**config.mk**
```make
export PLATFORM = sky130hd
export DESIGN_NAME = pipeline_control
export DESIGN_NICKNAME = d
export VERILOG_FILES = /design/src/rtl/rv_pkg.sv /design/src/rtl/pipeline_control.sv
export SDC_FILE = /design/constraint.sdc
export NUM_CORES = 1
export LEC_CHECK = 0
export BUFFER_PORTS_ARGS = -buffer_cell sky130_fd_sc_hd__buf_4
export CAP_MARGIN = 20
export CORE_UTILIZATION = 34
export CTS_CLUSTER_SIZE = 12
export DETAILED_ROUTE_END_ITERATION = 10
export GPL_ROUTABILITY_DRIVEN = 1
export HOLD_SLACK_MARGIN = 0.02
export PLACE_DENSITY_LB_ADDON = 0.1
export RECOVER_POWER = 25
export SETUP_SLACK_MARGIN = 0.1
export SYNTH_ARGS = -nofsm -noshare
export SYNTH_HDL_FRONTEND = slang
export SYNTH_SLANG_ARGS = --single-unit
```
**constraint.sdc**
```tcl
create_clock -name clk -period 1.31 [get_ports clk]
set_input_delay 0.131 -clock clk [delete_from_list [all_inputs] [get_ports clk]]
set_output_delay 0.131 -clock clk [all_outputs]
set_load 0.01 [all_outputs]
```
**src/rtl/rv_pkg.sv**
```systemverilog
package rv_pkg;

    // widths with a meaning of their own
    typedef logic [31:0] word_t;
    typedef logic [4:0]  reg_addr_t;
    typedef logic [9:0]  imem_addr_t;
    typedef logic [9:0]  dmem_addr_t;
    typedef logic [3:0]  byte_en_t;

    localparam int IMEM_DEPTH = 1024;
    localparam int DMEM_DEPTH = 1024;

    localparam word_t       RESET_PC   = 32'h0000_0000;
    // addi x0, x0, 0
    localparam word_t       NOP_INSTR  = 32'h0000_0013;
    localparam logic [11:0] CSR_TOHOST = 12'h51E;

    typedef enum logic [6:0] {
        OP_LUI    = 7'b0110111,
        OP_AUIPC  = 7'b0010111,
        OP_JAL    = 7'b1101111,
        OP_JALR   = 7'b1100111,
        OP_BRANCH = 7'b1100011,
        OP_LOAD   = 7'b0000011,
        OP_STORE  = 7'b0100011,
        OP_IMM    = 7'b0010011,
        OP_REG    = 7'b0110011,
        OP_SYSTEM = 7'b1110011
    } opcode_e;

    typedef enum logic [3:0] {
        ALU_ADD,
        ALU_SUB,
        ALU_SLL,
        ALU_SLT,
        ALU_SLTU,
        ALU_XOR,
        ALU_SRL,
        ALU_SRA,
        ALU_OR,
        ALU_AND,
        ALU_PASS_B
    } alu_op_e;

    typedef enum logic {A_REG, A_PC} a_sel_e;
    typedef enum logic {B_REG, B_IMM} b_sel_e;
    typedef enum logic [1:0] {WB_LOAD, WB_ALU, WB_PC4} wb_sel_e;
    typedef enum logic [1:0] {PC_PLUS4, PC_JAL, PC_REDIRECT} pc_sel_e;
    typedef enum logic {FWD_REG, FWD_WB} fwd_e;

    // control for the instruction in execute
    typedef struct packed {
        alu_op_e alu_op;
        a_sel_e  a_sel;
        b_sel_e  b_sel;
        logic    br_un;
        logic    is_branch;
        logic    is_jalr;
        logic    mem_write;
        logic    csr_write;
        logic    csr_imm;
    } x_ctrl_t;

    // funct3 gives the load width and sign, and the store width as well
    typedef struct packed {
        logic       rf_we;
        wb_sel_e    wb_sel;
        logic [2:0] funct3;
    } wb_ctrl_t;

endpackage

```
**src/rtl/pipeline_control.sv**
```systemverilog
`timescale 1ns/1ns

module pipeline_control (
    input  logic              clk,
    input  logic              reset,
    input  rv_pkg::word_t     d_instr,
    input  rv_pkg::word_t     x_instr,
    input  logic              branch_taken,
    output rv_pkg::pc_sel_e   pc_sel,
    output logic              squash,
    output rv_pkg::x_ctrl_t   x_ctrl,
    output rv_pkg::wb_ctrl_t  wb_ctrl,
    output logic              rf_we,
    output rv_pkg::reg_addr_t rf_wa,
    output rv_pkg::fwd_e      d_fwd1,
    output rv_pkg::fwd_e      d_fwd2,
    output rv_pkg::fwd_e      x_fwd1,
    output rv_pkg::fwd_e      x_fwd2
);
    import rv_pkg::*;

    word_t    w_instr;
    wb_ctrl_t w_ctrl;
    logic     jal_q;
    logic     d_is_jal;
    logic     x_redirect;

    // alt selects sub and sra
    function automatic alu_op_e alu_decode(logic [2:0] f3, logic alt);
        case (f3)
            3'b000:  return alt ? ALU_SUB : ALU_ADD;
            3'b001:  return ALU_SLL;
            3'b010:  return ALU_SLT;
            3'b011:  return ALU_SLTU;
            3'b100:  return ALU_XOR;
            3'b101:  return alt ? ALU_SRA : ALU_SRL;
            3'b110:  return ALU_OR;
            default: return ALU_AND;
        endcase
    endfunction

    function automatic x_ctrl_t decode_x(word_t instr);
        x_ctrl_t    c;
        logic [2:0] f3;
        f3          = instr[14:12];
        c.alu_op    = ALU_ADD;
        c.a_sel     = A_REG;
        c.b_sel     = B_IMM;
        c.br_un     = f3[1];
        c.is_branch = 1'b0;
        c.is_jalr   = 1'b0;
        c.mem_write = 1'b0;
        c.csr_write = 1'b0;
        c.csr_imm   = f3[2];
        case (opcode_e'(instr[6:0]))
            OP_REG: begin
                c.alu_op = alu_decode(f3, instr[30]);
                c.b_sel  = B_REG;
            end
            // bit 30 is part of the immediate except for srai
            OP_IMM:   c.alu_op = alu_decode(f3, instr[30] && f3 == 3'b101);
            OP_LUI:   c.alu_op = ALU_PASS_B;
            OP_AUIPC: c.a_sel = A_PC;
            OP_JALR:  c.is_jalr = 1'b1;
            OP_BRANCH: begin
                c.a_sel     = A_PC;
                c.is_branch = 1'b1;
            end
            OP_STORE: c.mem_write = 1'b1;
            // csrrw and csrrwi to tohost only
            OP_SYSTEM: c.csr_write = (f3[1:0] == 2'b01) && (instr[31:20] == CSR_TOHOST);
            default: ;
        endcase
        return c;
    endfunction

    function automatic wb_ctrl_t decode_wb(word_t instr);
        wb_ctrl_t c;
        c.rf_we  = 1'b0;
        c.wb_sel = WB_ALU;
        c.funct3 = instr[14:12];
        case (opcode_e'(instr[6:0]))
            OP_REG, OP_IMM, OP_LUI, OP_AUIPC: c.rf_we = 1'b1;
            OP_LOAD: begin
                c.rf_we  = 1'b1;
                c.wb_sel = WB_LOAD;
            end
            OP_JAL, OP_JALR: begin
                c.rf_we  = 1'b1;
                c.wb_sel = WB_PC4;
            end
            default: ;
        endcase
        // never set for x0, so forwarding needs no separate zero check
        c.rf_we = c.rf_we && (instr[11:7] != 5'd0);
        return c;
    endfunction

    always_ff @(posedge clk) begin
        if (reset) begin
            w_instr <= NOP_INSTR;
            jal_q   <= 1'b0;
        end else begin
            w_instr <= x_instr;
            jal_q   <= d_is_jal;
        end
    end

    assign x_ctrl  = decode_x(x_instr);
    assign wb_ctrl = decode_wb(x_instr);
    assign w_ctrl  = decode_wb(w_instr);
    assign rf_we   = w_ctrl.rf_we;
    assign rf_wa   = w_instr[11:7];

    assign d_fwd1 = (rf_we && rf_wa == d_instr[19:15]) ? FWD_WB : FWD_REG;
    assign d_fwd2 = (rf_we && rf_wa == d_instr[24:20]) ? FWD_WB : FWD_REG;
    assign x_fwd1 = (rf_we && rf_wa == x_instr[19:15]) ? FWD_WB : FWD_REG;
    assign x_fwd2 = (rf_we && rf_wa == x_instr[24:20]) ? FWD_WB : FWD_REG;

    assign d_is_jal   = (opcode_e'(d_instr[6:0]) == OP_JAL);
    assign x_redirect = branch_taken || x_ctrl.is_jalr;
    // jal_q kills the sequential slot fetched while the jal sat in decode
    assign squash     = x_redirect || jal_q;

    always_comb begin
        if (x_redirect) begin
            pc_sel = PC_REDIRECT;
        end else if (d_is_jal) begin
            pc_sel = PC_JAL;
        end else begin
            pc_sel = PC_PLUS4;
        end
    end

endmodule

```
==> results.json <==
{
  "fp.dieW_um": 58.6,
  "setup_violations": 8,
  "gr-total-overflow": 0,
  "grt_pass1_vias": 1063,
  "cp-start-kind": "flop",
  "ioPinCount": 98,
  "synth_cells": 133,
  "crit_fanout": 5,
  "fin_crit_ns": 1.73,
  "routed_wl_mm": 3.08,
  "hold_viol_final": 0,
  "status": "finished with violations",
  "drv_slew": 0,
  "period_share_pct": 132,
  "crit_type": "flop to output port",
  "hold_depth": 2,
  "vias_per_cell": 4.66,
  "vias": 1216,
  "max_freq_mhz": 578,
  "p_total_mw": 1.13,
  "clock-sinks": 13,
  "drc": 0,
  "ir_drop_v": 0.000242,
  "seq_area_frac_synth_pct": 23.9,
  "nets": 285,
  "ctsHtreeMaxLevel": 1,
  "worstSetupEndpointType": "output port",
  "min_path_type": "primary input to flop",
  "drtIter0Drc": 21,
  "wl_per_cell_um": 11.8,
  "powerDensity_nw_per_um2": 572,
  "synth_area_um2": 1090,
  "worstSetupStartpoint": "w_instr[8]",
  "synth.avg_cell_area_um2": 8.19,
  "grt_usage_pct": 17.0,
  "die_y_um": 58.6,
  "yosys_warnings": 0,
  "hpwl_mm": 2.44,
  "relSlewSlack_pct": 66.6,
  "cellLeakagePower_nw": 0.888,
  "clk_path_buf_depth": 2,
  "ant_nets": 0,
  "io_buffers": 82,
  "rsz0062_at_grt": "true",
  "coreArea_um2": 3050,
  "max_cap_viol_count": 0,
  "critical_path_required_ns": 1.18,
  "grt_antenna_before_repair": 0,
  "ctsRootBufferMaster": "clkbuf_4",
  "ys_ff_latch": 13,
  "yosysUniqueCellTypes": 36,
  "tns_ns": -2.16,
  "first_pass_iters": 4,
  "row_count": 20,
  "path_clk_slew_ns": 0.08,
  "hold_buffers": 0,
  "numCtsBuffers": 3,
  "crit_arrival_ns": 1.60,
  "grt_max_degree": 14,
  "layout_setup_ws_ns": -0.419,
  "grt_pass1_wl_mm": 4.55,
  "drive_gt1_share_pct": 58.1,
  "fin_util_pct": 64.5,
  "syn_to_final_growth_pct": 80.6,
  "gp_congestion": 0.731,
  "insertedDiodeCount": 0,
  "tritoncts": "yes",
  "hp-start": "x_instr[7]",
  "violations": "negative setup slack",
  "tightest_slew_ns": 0.501,
  "start_util_pct": 35.7,
  "die-area_um2": 3440,
  "synth_nets": 200
}
per-layer routing:
metal	vias up	part of all wire, %	global-route usage (%)
met3	0	5.8	1.98
met4	0	0	5.44
met5	-	0	0
met1	559	43	19.9
met2	44	52	32.0
li1	613	-	-
power breakdown:
| part | total (mW) | switching (mW) | internal, mW | leakage (nW) |
|---|---|---|---|---|
| Combinational | 0.458 | 0.176 | 0.282 | 0.765 |
| Clock | 0.239 | 0.121 | 0.118 | 0.0150 |
| Sequential | 0.429 | 0.0140 | 0.415 | 0.108 |
cells by family (layout without fill, tap and decap cells):
kind of cell / Yosys count / count (layout) / synth area share [%]
AOI/OAI and AO/OA: 12 / 12 / 8.61
xor gates and xnor gates: 20 / 20 / 16.1
buffers and inverters: 20 / 104 / 11.9
DFF: 13 / 13 / 23.9
muxes: 1 / 1 / 1.03
and+or+nand+nor: 67 / 67 / 38.5
synthesized netlist by cell type:
library cell / number / area [um2]
xnor2_1: 20 / 175
dfxtp_1: 13 / 260
nor2b_1: 12 / 75.1
buf_4: 11 / 82.6
nand2_1: 9 / 33.8
nor2_1: 9 / 33.8
nand3_1: 5 / 25.0
nor3_1: 5 / 25.0
nor4_1: 5 / 31.3
buf_2: 4 / 20.0
or2_2: 4 / 25.0
a21oi_1: 3 / 15.0
clkbuf_1: 3 / 11.3
nand4_1: 3 / 18.8
o21ai_0: 3 / 15.0
and4b_1: 2 / 20.0
o21bai_1: 2 / 15.0
or4_1: 2 / 15.0
a211o_1: 1 / 8.76
and3b_1: 1 / 8.76
buf_6: 1 / 11.3
clkbuf_2: 1 / 5.00
mux2_2: 1 / 11.3
nand2b_1: 1 / 6.26
nand3b_1: 1 / 7.51
nand3b_4: 1 / 20.0
nand4b_1: 1 / 8.76
nand4bb_1: 1 / 11.3
nor3b_1: 1 / 7.51
nor4b_2: 1 / 15.0
o211ai_4: 1 / 21.3
o21ba_2: 1 / 10.0
o22a_1: 1 / 8.76
or3b_1: 1 / 8.76
or4_4: 1 / 11.3
or4bb_1: 1 / 11.3
flip-flops by register name, summed over array words and instances, names as in the netlist:
| name | flops |
|---|---|
| w_instr | 12 |
| jal_q | 1 |
critical path, stage by stage (launching register included):
cell,delay [ns]
dfxtp_2,0.32
or4_4,0.54
o211ai_4,0.23
nor4_1,0.09
buf_4,0.15
worst paths after layout:
check / end
worst min-delay path: w_instr[7]
worst max-delay path: d_fwd1
repair_timing:
| action | CTS | global route |
|---|---|---|
| setup buffers | 0 | 4 |
| pin swaps | 8 | 7 |
| endpoints found under the setup margin | 13 | 14 |
| resized for setup | 18 | 24 |
final cells by class:
type | count | area (um2)
clock buffer | 4 | 26.3
tap | 44 | 55.1
timing repair buffer | 100 | 827
sequential | 13 | 262
fill | 282 | 1080
multi-input combinational | 100 | 798
placed cells by master, fill, tap and decap left out, types with 2 or more instances in the layout:
cell type  synthesis  routed
a21oi_1            3       3
and4b_1            2       2
buf_4             11      81
buf_6              1      16
clkbuf_1           3       2
clkbuf_4           0       3
dfxtp_1           13      12
nand2_1            9       9
nand3_1            5       5
nand4_1            3       3
nor2_1             9       8
nor2b_1           12      10
nor3_1             5       2
nor3_4             0       2
nor4_1             5       4
o21ai_0            3       3
or2_2              4       3
or4_4              1       3
xnor2_1           20      20
through the flow:
step	setup WS [ns]	instances	instance area, um2	hold slack, ns
floorplan	-0.0864	133	1090	0.203
global placement	-0.107	254	1740	0.354
detailed placement	-0.136	254	1740	0.359
CTS	-0.442	258	1850	0.0587
global route	-0.481	261	1970	0.0578
finish	-0.419	261	1970	0.0623
(Power assumes the default switching activity.)
