## src/rtl/rv_pkg.sv

```systemverilog
package rv_pkg;

    // widths with a meaning of their own
    typedef logic [31:0] word_t;
    typedef logic [4:0]  reg_addr_t;
    typedef logic [9:0]  imem_addr_t;
    typedef logic [9:0]  dmem_addr_t;
    typedef logic [3:0]  byte_en_t;

    localparam int IMEM_DEPTH = 1024;
    localparam int DMEM_DEPTH = 1024;

    localparam word_t       RESET_PC   = 32'h0000_0000;
    // addi x0, x0, 0
    localparam word_t       NOP_INSTR  = 32'h0000_0013;
    localparam logic [11:0] CSR_TOHOST = 12'h51E;

    typedef enum logic [6:0] {
        OP_LUI    = 7'b0110111,
        OP_AUIPC  = 7'b0010111,
        OP_JAL    = 7'b1101111,
        OP_JALR   = 7'b1100111,
        OP_BRANCH = 7'b1100011,
        OP_LOAD   = 7'b0000011,
        OP_STORE  = 7'b0100011,
        OP_IMM    = 7'b0010011,
        OP_REG    = 7'b0110011,
        OP_SYSTEM = 7'b1110011
    } opcode_e;

    typedef enum logic [3:0] {
        ALU_ADD,
        ALU_SUB,
        ALU_SLL,
        ALU_SLT,
        ALU_SLTU,
        ALU_XOR,
        ALU_SRL,
        ALU_SRA,
        ALU_OR,
        ALU_AND,
        ALU_PASS_B
    } alu_op_e;

    typedef enum logic {A_REG, A_PC} a_sel_e;
    typedef enum logic {B_REG, B_IMM} b_sel_e;
    typedef enum logic [1:0] {WB_LOAD, WB_ALU, WB_PC4} wb_sel_e;
    typedef enum logic [1:0] {PC_PLUS4, PC_JAL, PC_REDIRECT} pc_sel_e;
    typedef enum logic {FWD_REG, FWD_WB} fwd_e;

    // control for the instruction in execute
    typedef struct packed {
        alu_op_e alu_op;
        a_sel_e  a_sel;
        b_sel_e  b_sel;
        logic    br_un;
        logic    is_branch;
        logic    is_jalr;
        logic    mem_write;
        logic    csr_write;
        logic    csr_imm;
    } x_ctrl_t;

    // funct3 gives the load width and sign, and the store width as well
    typedef struct packed {
        logic       rf_we;
        wb_sel_e    wb_sel;
        logic [2:0] funct3;
    } wb_ctrl_t;

endpackage

```

## src/rtl/execute_unit.sv

```systemverilog
`timescale 1ns/1ns

module execute_unit (
    input  logic            clk,
    input  logic            reset,
    input  rv_pkg::word_t   d_instr,
    input  rv_pkg::word_t   d_pc,
    input  rv_pkg::word_t   rd1,
    input  rv_pkg::word_t   rd2,
    input  rv_pkg::word_t   wb_result,
    input  rv_pkg::fwd_e    d_fwd1,
    input  rv_pkg::fwd_e    d_fwd2,
    input  rv_pkg::fwd_e    x_fwd1,
    input  rv_pkg::fwd_e    x_fwd2,
    input  rv_pkg::x_ctrl_t x_ctrl,
    output rv_pkg::word_t   x_instr,
    output rv_pkg::word_t   alu_result,
    output rv_pkg::word_t   store_data,
    output rv_pkg::word_t   x_pc,
    output logic            branch_taken,
    output rv_pkg::word_t   tohost,
    output logic            tohost_we
);
    import rv_pkg::*;

    word_t      rs1_q;
    word_t      rs2_q;
    word_t      op1;
    word_t      op2;
    word_t      imm;
    word_t      alu_a;
    word_t      alu_b;
    logic [4:0] shamt;
    logic [2:0] funct3;
    logic       br_eq;
    logic       br_lt;

    always_ff @(posedge clk) begin
        if (reset) begin
            x_instr <= NOP_INSTR;
        end else begin
            x_instr <= d_instr;
        end
    end

    // operands leaving decode already see the writeback result
    always_ff @(posedge clk) begin
        x_pc  <= d_pc;
        rs1_q <= (d_fwd1 == FWD_WB) ? wb_result : rd1;
        rs2_q <= (d_fwd2 == FWD_WB) ? wb_result : rd2;
    end

    assign op1 = (x_fwd1 == FWD_WB) ? wb_result : rs1_q;
    assign op2 = (x_fwd2 == FWD_WB) ? wb_result : rs2_q;

    always_comb begin
        case (opcode_e'(x_instr[6:0]))
            OP_STORE: imm = {{20{x_instr[31]}}, x_instr[31:25], x_instr[11:7]};
            OP_BRANCH: imm = {{19{x_instr[31]}}, x_instr[31], x_instr[7],
                              x_instr[30:25], x_instr[11:8], 1'b0};
            OP_LUI, OP_AUIPC: imm = {x_instr[31:12], 12'b0};
            default: imm = {{20{x_instr[31]}}, x_instr[31:20]};
        endcase
    end

    // funct3[2] picks less-than over equal, funct3[0] inverts
    assign funct3       = x_instr[14:12];
    assign br_eq        = (op1 == op2);
    assign br_lt        = x_ctrl.br_un ? (op1 < op2) : ($signed(op1) < $signed(op2));
    assign branch_taken = x_ctrl.is_branch && (funct3[2] ? (br_lt ^ funct3[0])
                                                         : (br_eq ^ funct3[0]));

    assign alu_a = (x_ctrl.a_sel == A_PC) ? x_pc : op1;
    assign alu_b = (x_ctrl.b_sel == B_IMM) ? imm : op2;
    assign shamt = alu_b[4:0];

    always_comb begin
        case (x_ctrl.alu_op)
            ALU_SUB:    alu_result = alu_a - alu_b;
            ALU_SLL:    alu_result = alu_a << shamt;
            ALU_SLT:    alu_result = {31'b0, $signed(alu_a) < $signed(alu_b)};
            ALU_SLTU:   alu_result = {31'b0, alu_a < alu_b};
            ALU_XOR:    alu_result = alu_a ^ alu_b;
            ALU_SRL:    alu_result = alu_a >> shamt;
            ALU_SRA:    alu_result = word_t'($signed(alu_a) >>> shamt);
            ALU_OR:     alu_result = alu_a | alu_b;
            ALU_AND:    alu_result = alu_a & alu_b;
            ALU_PASS_B: alu_result = alu_b;
            default:    alu_result = alu_a + alu_b;
        endcase
    end

    assign store_data = op2;

    // csrrwi takes the zero-extended rs1 field as data
    always_ff @(posedge clk) begin
        if (reset) begin
            tohost    <= '0;
            tohost_we <= 1'b0;
        end else begin
            tohost_we <= x_ctrl.csr_write;
            if (x_ctrl.csr_write) begin
                tohost <= x_ctrl.csr_imm ? {27'b0, x_instr[19:15]} : op1;
            end
        end
    end

endmodule

```

## config.mk

```make
export PLATFORM = sky130hd
export DESIGN_NAME = execute_unit
export DESIGN_NICKNAME = d
export VERILOG_FILES = /design/src/rtl/rv_pkg.sv /design/src/rtl/execute_unit.sv
export SDC_FILE = /design/constraint.sdc
export NUM_CORES = 1
export LEC_CHECK = 0
export BUFFER_PORTS_ARGS = -buffer_cell sky130_fd_sc_hd__buf_2
export CORE_MARGIN = 1
export CORE_UTILIZATION = 35
export CTS_CLUSTER_DIAMETER = 150
export DETAILED_ROUTE_END_ITERATION = 8
export PLACE_DENSITY_LB_ADDON = 0.08
export SYNTH_ARGS = -nofsm -noshare
export SYNTH_HDL_FRONTEND = slang
export SYNTH_SLANG_ARGS = --single-unit
```

## constraint.sdc

```tcl
create_clock -name clk -period 4.9 [get_ports clk]
set_input_delay 0 -clock clk [delete_from_list [all_inputs] [get_ports clk]]
set_output_delay 0 -clock clk [all_outputs]
set_load 0.1 [all_outputs]
```

==> reports/summary.txt, run 1 <==
M2 GR Usage - 58.8%
Final instance area - 0.0220 mm2
Capture point of the worst reg-to-reg path - tohost[4]
Seq/Total Area, Yosys - 20.3%
Cell internal pwr - 3.55 mW
Count leader, synth - nor2_1
Final setup violation count - 5
Synth area leader - dfxtp_1
Async SR Flop Fraction - 0%
Hold Path End - tohost[12]
Psw - 3.50 mW
Vias per inst - 5.79
Die area - 0.0462 mm2
Fill cell count - 4451
YS warnings - 0
Row Count - 77
Synthesized cell area - 0.0159 mm2
Clock Tree Buf Depth - 2
Yosys top cell area share - 20.3%
Synth unique cells - 93
Rel. slew slack - 22.9%
Sequential Power Share - 20.4%
CTS H-tree lvls - 4
Placed Cells incl. Taps - 2908
Final min period - 5.02 ns
Via Count - 18200
Crit path DAT - 5.02 ns
Hold Path Depth - 4
Worst reg2reg path startpoint - rs1_q[4]
GR Util met3 - 5.48%
Fmax - 0.199 GHz
Leading post-synthesis cells by cell area - dfxtp_1, mux2_2, ha_1, mux2i_1, a21oi_1
Grt peak-use layer - met2
DRC - 0
GRT Overall Usage - 34.6%
Logic pwr share - 60.6%
Worst-skew pair later-pin latency - 0.45 ns
Die W - 215 um
Crit. End Element - output pin
Power per cell area - 321 mW/mm2
Largest net degree at the start of global routing - 66
Number of placed I/O pins - 340
Worst Setup Path Type - reg -> out
Ant. Diodes - 0
CP Cell Sequence - or3b_4 > nor2_4 > o311ai_2 > nand2_2 > clkinvlp_4 > fa_2 > nand2b_4 > a221oi_2 > o2111ai_2 > a21oi_2 > or4b_4 > a2111oi_4 > nor3_2 > a221o_1 > o221a_1 > o211ai_1 > clkbuf_16
Detail Placement HPWL - 64600 um
List of most frequent post-synthesis cells - nor2_1, mux2_2, dfxtp_1
Gpl congestion - 1.00
Final worst slack - -0.120 ns
Reg clk slew, reported paths - 0.07 ns
Delay of the slowest cell on the worst path - 0.55 ns
GR Overflow Total - 0
Fin crit share - 102%
Slew Viols, Final - 0
CP max stage cell - or4b_4
TritonCTS Buffers - 17
Reg2Reg Depth - 4
Dominant synthesized flop cell - dfxtp_1
Worst vdd ir - 0.339 mV
Post-Layout Cell Count - 3151
Syn Area/Cell - 7.83 um2
Share of cells above drive strength 1 - 29.7%
Hold Crit Start - wb_result[12]
Clock share of power - 19.0%
Final nets - 2855
Hold Vio Cnt, Final - 0
Failing checks - setup timing
Vias in the first global route - 18400
Crit path launch type - register
RSZ-0062 raised after global routing - true
Antenna violations before repair - 2
Die Height - 215 um
Cells after Synth - 2026
Hold Slack - 0.0310 ns
First-pass GRT wire length - 120000 um
Clk_skew - 0.00976 ns
CTS tree - done
Core ar. - 0.0445 mm2
Starting DRT DRC Count - 1719
Initial Utilization - 35.7%
Flop and latch count out of synthesis - 161
Leak - 9.89 nW
1st-pass router iterations - 7
Power after layout - 7.05 mW
Worst EP required - 4.90 ns
CTS sink cnt - 161
Syn Nets - 2335
Clk root buf - clkbuf_16
GR Util met1 - 42.7%
Hold WC Path Type - in -> reg
Switch share - 49.7%
Wire per inst - 26.2 um
Crit-path max FO - 5
Max_cap viols - 0
Outcome - complete, but fails checks
Number of flops mapped to enable cells by yosys - 0
Slew at the pin closest to its max-slew limit - 1.16 ns
Antenna-violating nets left - 0
Port buffer count - 337
P&R area growth vs syn - 38.5%
Reg2reg setup slack - 3.70 ns
Post-DP Area - 0.0190 mm2
Final wirelength - 82400 um
-- sequential cells by signal (all words and copies together), names as in the netlist --
name / cells
x_instr: 32
x_pc: 32
tohost: 32
tohost_we: 1
rs1_q: 32
rs2_q: 32
-- critical path, delay by kind of cell (launching register included) --
kind | cells | cell delay [ns]
compound gates | 8 | 1.87
buf+inv | 2 | 0.39
fa+ha+maj | 1 | 0.40
flops | 1 | 0.36
simple gates | 6 | 1.56
-- worst max path at each step --
stage                     from        endpoint
global route        x_instr[6]  alu_result[28]
global placement    x_instr[6]  alu_result[27]
floorplan           x_instr[0]  alu_result[28]
detailed placement  x_instr[6]  alu_result[28]
CTS                 x_instr[4]  alu_result[28]
finish              x_instr[4]  alu_result[28]
-- area by class of cell --
cell class / count / area [um2] / area share [%]
inverters: 134 / 507 / 2.31
clock buffers: 22 / 487 / 2.22
well taps: 592 / 741 / 3.37
multi-input cells: 1591 / 12000 / 54.7
repair buffers: 641 / 4880 / 22.2
flip-flops and latches: 161 / 3250 / 14.8
clock inverters: 10 / 96.3 / 0.438
-- placed cells by master, fill, tap and decap left out, drive strengths merged, types with 6 or more instances in the layout --
cell type | netlist | layout
a2111oi | 7 | 7
nand4 | 8 | 8
or2 | 8 | 9
o211ai | 33 | 33
a21oi | 156 | 156
a21o | 18 | 18
a22oi | 9 | 9
a221o | 12 | 12
o221ai | 19 | 19
ha | 129 | 129
nor3 | 33 | 33
o311ai | 6 | 6
inv | 133 | 134
a211oi | 31 | 31
a31oi | 39 | 39
dlygate4sd3 | 0 | 192
mux2i | 142 | 142
o2111ai | 13 | 13
nor2b | 71 | 71
nand2 | 161 | 161
mux2 | 163 | 163
clkinv | 1 | 7
buf | 68 | 448
nand2b | 12 | 12
o21ai | 102 | 102
dfxtp | 161 | 161
o22ai | 22 | 22
o21bai | 13 | 13
a221oi | 33 | 33
or3 | 6 | 6
nor2 | 201 | 201
clkbuf | 73 | 23
xnor2 | 11 | 11
nand3 | 25 | 25
and3 | 10 | 10
and2 | 8 | 8
-- per-layer routing --
layer,vias to the layer above,routed length (um)
met5,-,27
met4,4,3730
met3,186,5010
met2,833,39200
met1,8819,34400
li1,8388,-
-- power by group through the flow --
stage | clock (mW) | sequential (mW) | combinational [mW]
floorplan | 0 | 1.74 | 2.43
global placement | 0 | 1.47 | 3.97
detailed placement | 0 | 1.47 | 3.96
CTS | 1.36 | 1.44 | 4.15
global route | 1.41 | 1.45 | 4.47
finish | 1.34 | 1.44 | 4.27
-- metrics by stage --
| step | setup WS (ns) | util [%] | setup TNS, ns |
|---|---|---|---|
| 6_report | -0.120 | 49.4 | -0.296 |
| 5_1_grt | -0.254 | 49.4 | -1.21 |
| 4_1_cts | -0.0858 | 48.8 | -0.165 |
| 3_5_place_dp | 0.0934 | 42.6 | 0 |
| 3_3_place_gp | 0.0968 | 42.6 | 0 |
| 2_1_floorplan | -0.840 | - | -1.27 |
-- logic make-up (layout without fill, tap and decap cells) --
| family | after synthesis | in the layout | share of synthesized area (%) |
|---|---|---|---|
| AOI/OAI and AO/OA | 578 | 578 | 24.6 |
| and+or+nand+nor | 564 | 565 | 16.4 |
| muxes | 305 | 305 | 20.5 |
| buffers and inverters | 275 | 807 | 7.10 |
| DFF | 161 | 161 | 20.3 |
| adders and majority gates | 131 | 131 | 10.4 |
| xor gates and xnor gates | 12 | 12 | 0.662 |
-- what timing repair did --
item	in CTS	in global routing
endpoints found under the setup margin	11	23
hold buffers	192	0
pin swaps	16	21
hold endpoints to repair	128	0
buffers inserted	9	9
gates resized for setup	32	38
cloned	1	0
(Power assumes the default switching activity.)
==> run 2, diff against run 1 <==
SKIP_LAST_GASP = 1   (was default)
==> run 2 against run 1 <==
The flow still finishes with violations (setup timing). Worst hold slack lost 0.0031 ns. Global-route usage is the same. Flip-flop and latch count is the same. Via count shrank 0.13%. Register-to-register slack is essentially flat. Count of clock-buffer cells in the layout is the same. Core utilization is essentially flat. Clock power is essentially flat. Setup slack lost 0.0039 ns. Cell count is essentially flat. Power is essentially flat. Clock skew is essentially flat. Critical path type unchanged. Critical endpoint is now alu_result[27]. Largest cell class unchanged.
==> reports/summary.txt, run 2 (same netlist as run 1, synthesis figures left out) <==
Final setup violation count - 5 (unchanged)
Starting DRT DRC Count - 1741 (+1.3%)
Crit. End Element - output pin
Leak - 9.89 nW (about the same)
Reg clk slew, reported paths - 0.07 ns (about the same)
Critical Path Stages - 18 (+1)
Worst-skew pair later-pin latency - 0.45 ns (about the same)
GR Overflow Total - 0 (unchanged)
Fin crit share - 103% (about the same)
Hold Path Depth - 4 (unchanged)
Worst reg2reg path startpoint - rs1_q[4]
First-pass GRT wire length - 120000 um (unchanged)
Final core occ - 49.3% (about the same)
Top delay family on crit path - compound AO/OA/AOI/OAI gates
Placed Cells incl. Taps - 2908 (unchanged)
Psw - 3.50 mW (about the same)
Die area - 0.0462 mm2 (unchanged)
Via Count - 18200 (-0.13%)
Fmax - 0.199 GHz (about the same)
Logic pwr share - 60.5% (about the same)
DRC - 0 (unchanged)
Detail Placement HPWL - 64600 um (unchanged)
Initial Utilization - 35.7% (unchanged)
Rel. slew slack - 25.6% (+2.7 points)
CTS sink cnt - 161 (unchanged)
CP max stage cell - a31oi_1
Cell internal pwr - 3.54 mW (-0.13%)
Worst path buffer plus inverter count - 3 (+1)
Slew at the pin closest to its max-slew limit - 1.12 ns (-0.0412 ns)
Slew Viols, Final - 0 (unchanged)
Reg2Reg Depth - 4 (unchanged)
Power per cell area - 321 mW/mm2 (about the same)
RSZ-0062 raised after global routing - true
Vias in the first global route - 18400 (unchanged)
Wire per inst - 26.2 um (+0.11%)
Post-Layout Cell Count - 3152 (+0.032%)
Switch share - 49.7% (about the same)
Critical Path Source - x_instr[3]
Number of placed I/O pins - 340 (unchanged)
Crit path capture - alu_result[27]
Final worst slack - -0.124 ns (-0.00386 ns)
TritonCTS Buffers - 17 (unchanged)
GR Util met3 - 5.48% (unchanged)
Vias per inst - 5.78 (-0.16%)
Port buffer count - 337 (unchanged)
GR Util met1 - 42.7% (unchanged)
Clk_skew - 0.00996 ns (+0.000200 ns)
CTS tree - done
CP Cell Sequence - nand3b_1 > buf_4 > nor2_4 > buf_8 > nand2_1 > a31oi_1 > ha_1 > a21o_1 > a21o_1 > a21oi_1 > o22ai_1 > or3_1 > and3_1 > o21ai_0 > a21oi_1 > a21oi_1 > or3_1 > buf_12
Die W - 215 um (unchanged)
M2 GR Usage - 58.8% (unchanged)
Crit-path max FO - 18 (+13)
Commonest cells after routing, fill and taps aside - buf_2, dlygate4sd3_1, nor2_1
Core ar. - 0.0445 mm2 (unchanged)
Hold WC Path Type - in -> reg
Setup WS pre-CTS - 0.0934 ns (unchanged)
Worst vdd ir - 0.338 mV (-0.16%)
Share of cells above drive strength 1 - 29.5% (-0.16 points)
Capture point of the worst reg-to-reg path - tohost[4]
Worst Setup Path Type - reg -> out
Die Height - 215 um (unchanged)
Sequential Power Share - 20.4% (about the same)
Crit path top cell by count - a21oi_1
Antenna-violating nets left - 0 (unchanged)
Delay of the slowest cell on the worst path - 0.50 ns (-0.05 ns)
GRT Overall Usage - 34.6% (unchanged)
Power after layout - 7.05 mW (about the same)
Gpl congestion - 1.00 (unchanged)
CTS H-tree lvls - 4 (unchanged)
Reg2reg setup slack - 3.70 ns (about the same)
Crit path launch type - register
Worst EP required - 4.90 ns (about the same)
Fill cell count - 4453 (+0.045%)
Grt peak-use layer - met2
Max_cap viols - 0 (unchanged)
Row Count - 77 (unchanged)
Final nets - 2855 (unchanged)
P&R area growth vs syn - 38.4% (about the same)
Clock share of power - 19.0% (about the same)
Crit path DAT - 5.02 ns (about the same)
Final wirelength - 82600 um (+0.14%)
Hold Vio Cnt, Final - 0 (unchanged)
Commonest non-fill, non-tap cell in the layout - buf_2
Clk root buf - clkbuf_16
Clock Tree Buf Depth - 2 (unchanged)
Failing checks - setup timing
Antenna violations before repair - 2 (unchanged)
Final min period - 5.02 ns (+0.00386 ns)
Outcome - complete, but fails checks
Largest net degree at the start of global routing - 66 (unchanged)
1st-pass router iterations - 8 (+1)
run 2: cell types whose count changed in the layout (fill, tap and decap cells not counted):
cell | before | now
o21ai_2 | 7 | 6
or3_1 | 5 | 6
a31oi_1 | 27 | 28
o21ai_1 | 8 | 9
or3_4 | 1 | 0
o2111ai_2 | 4 | 3
o2111ai_1 | 9 | 10
a31oi_2 | 10 | 9
diode_2 | 0 | 1
run 2: final cells by class:
cell class	count	area [um2]	area share (%)
flip-flops and latches	161	3250	14.8
repair buffers	641	4880	22.2
well taps	592	741	3.37
multi-input cells	1591	12000	54.6
diodes	1	2.50	0.0114
clock inverters	10	96.3	0.439
clock buffers	22	487	2.22
inverters	134	507	2.31
run 2: metrics by stage:
| stage | instance area, um2 | TNS, ns | hold WS, ns |
|---|---|---|---|
| 2_1_floorplan | 16200 | -1.27 | 0.0277 |
| 3_3_place_gp | 19000 | 0 | 0.102 |
| 5_1_grt | 22000 | -1.22 | 0.0413 |
| 6_report | 22000 | -0.343 | 0.0279 |
| 3_5_place_dp | 19000 | 0 | 0.104 |
| 4_1_cts | 21700 | -0.165 | 0.00543 |
run 2: worst register-to-register path: cells and delay by family (launching register included):
family	cells	cell delay, ns
mux	3	0.73
flops	1	0.29
simple gates	1	0.05
run 2: worst min-delay path by stage:
stage,from,to,slack [ns]
floorplan,d_pc[0],x_pc[0],0.03
global placement,d_pc[12],x_pc[12],0.10
detailed placement,d_pc[31],x_pc[31],0.10
CTS,wb_result[12],tohost[12],0.005
global route,wb_result[12],tohost[12],0.04
finish,wb_result[12],tohost[12],0.03
run 2: power groups by stage:
| stage | Combinational [mW] | Clock (mW) | Sequential [mW] |
|---|---|---|---|
| floorplan | 2.43 | 0 | 1.74 |
| global placement | 3.97 | 0 | 1.47 |
| detailed placement | 3.96 | 0 | 1.47 |
| CTS | 4.15 | 1.36 | 1.44 |
| global route | 4.46 | 1.41 | 1.45 |
| finish | 4.27 | 1.34 | 1.44 |
run 2: timing repair:
action,4_1_cts,5_1_grt
hold endpoints to repair,128,0
pin swaps,16,21
hold buffers,192,0
setup endpoints to repair,11,23
setup buffers,9,9
resized for setup,32,34
gates cloned,1,0
run 2: per-layer routing:
layer | share of wire, % | wire (um)
met1 | 41 | 34200
met2 | 48 | 39300
met3 | 6.4 | 5300
met4 | 4.4 | 3660
met5 | 0.033 | 27
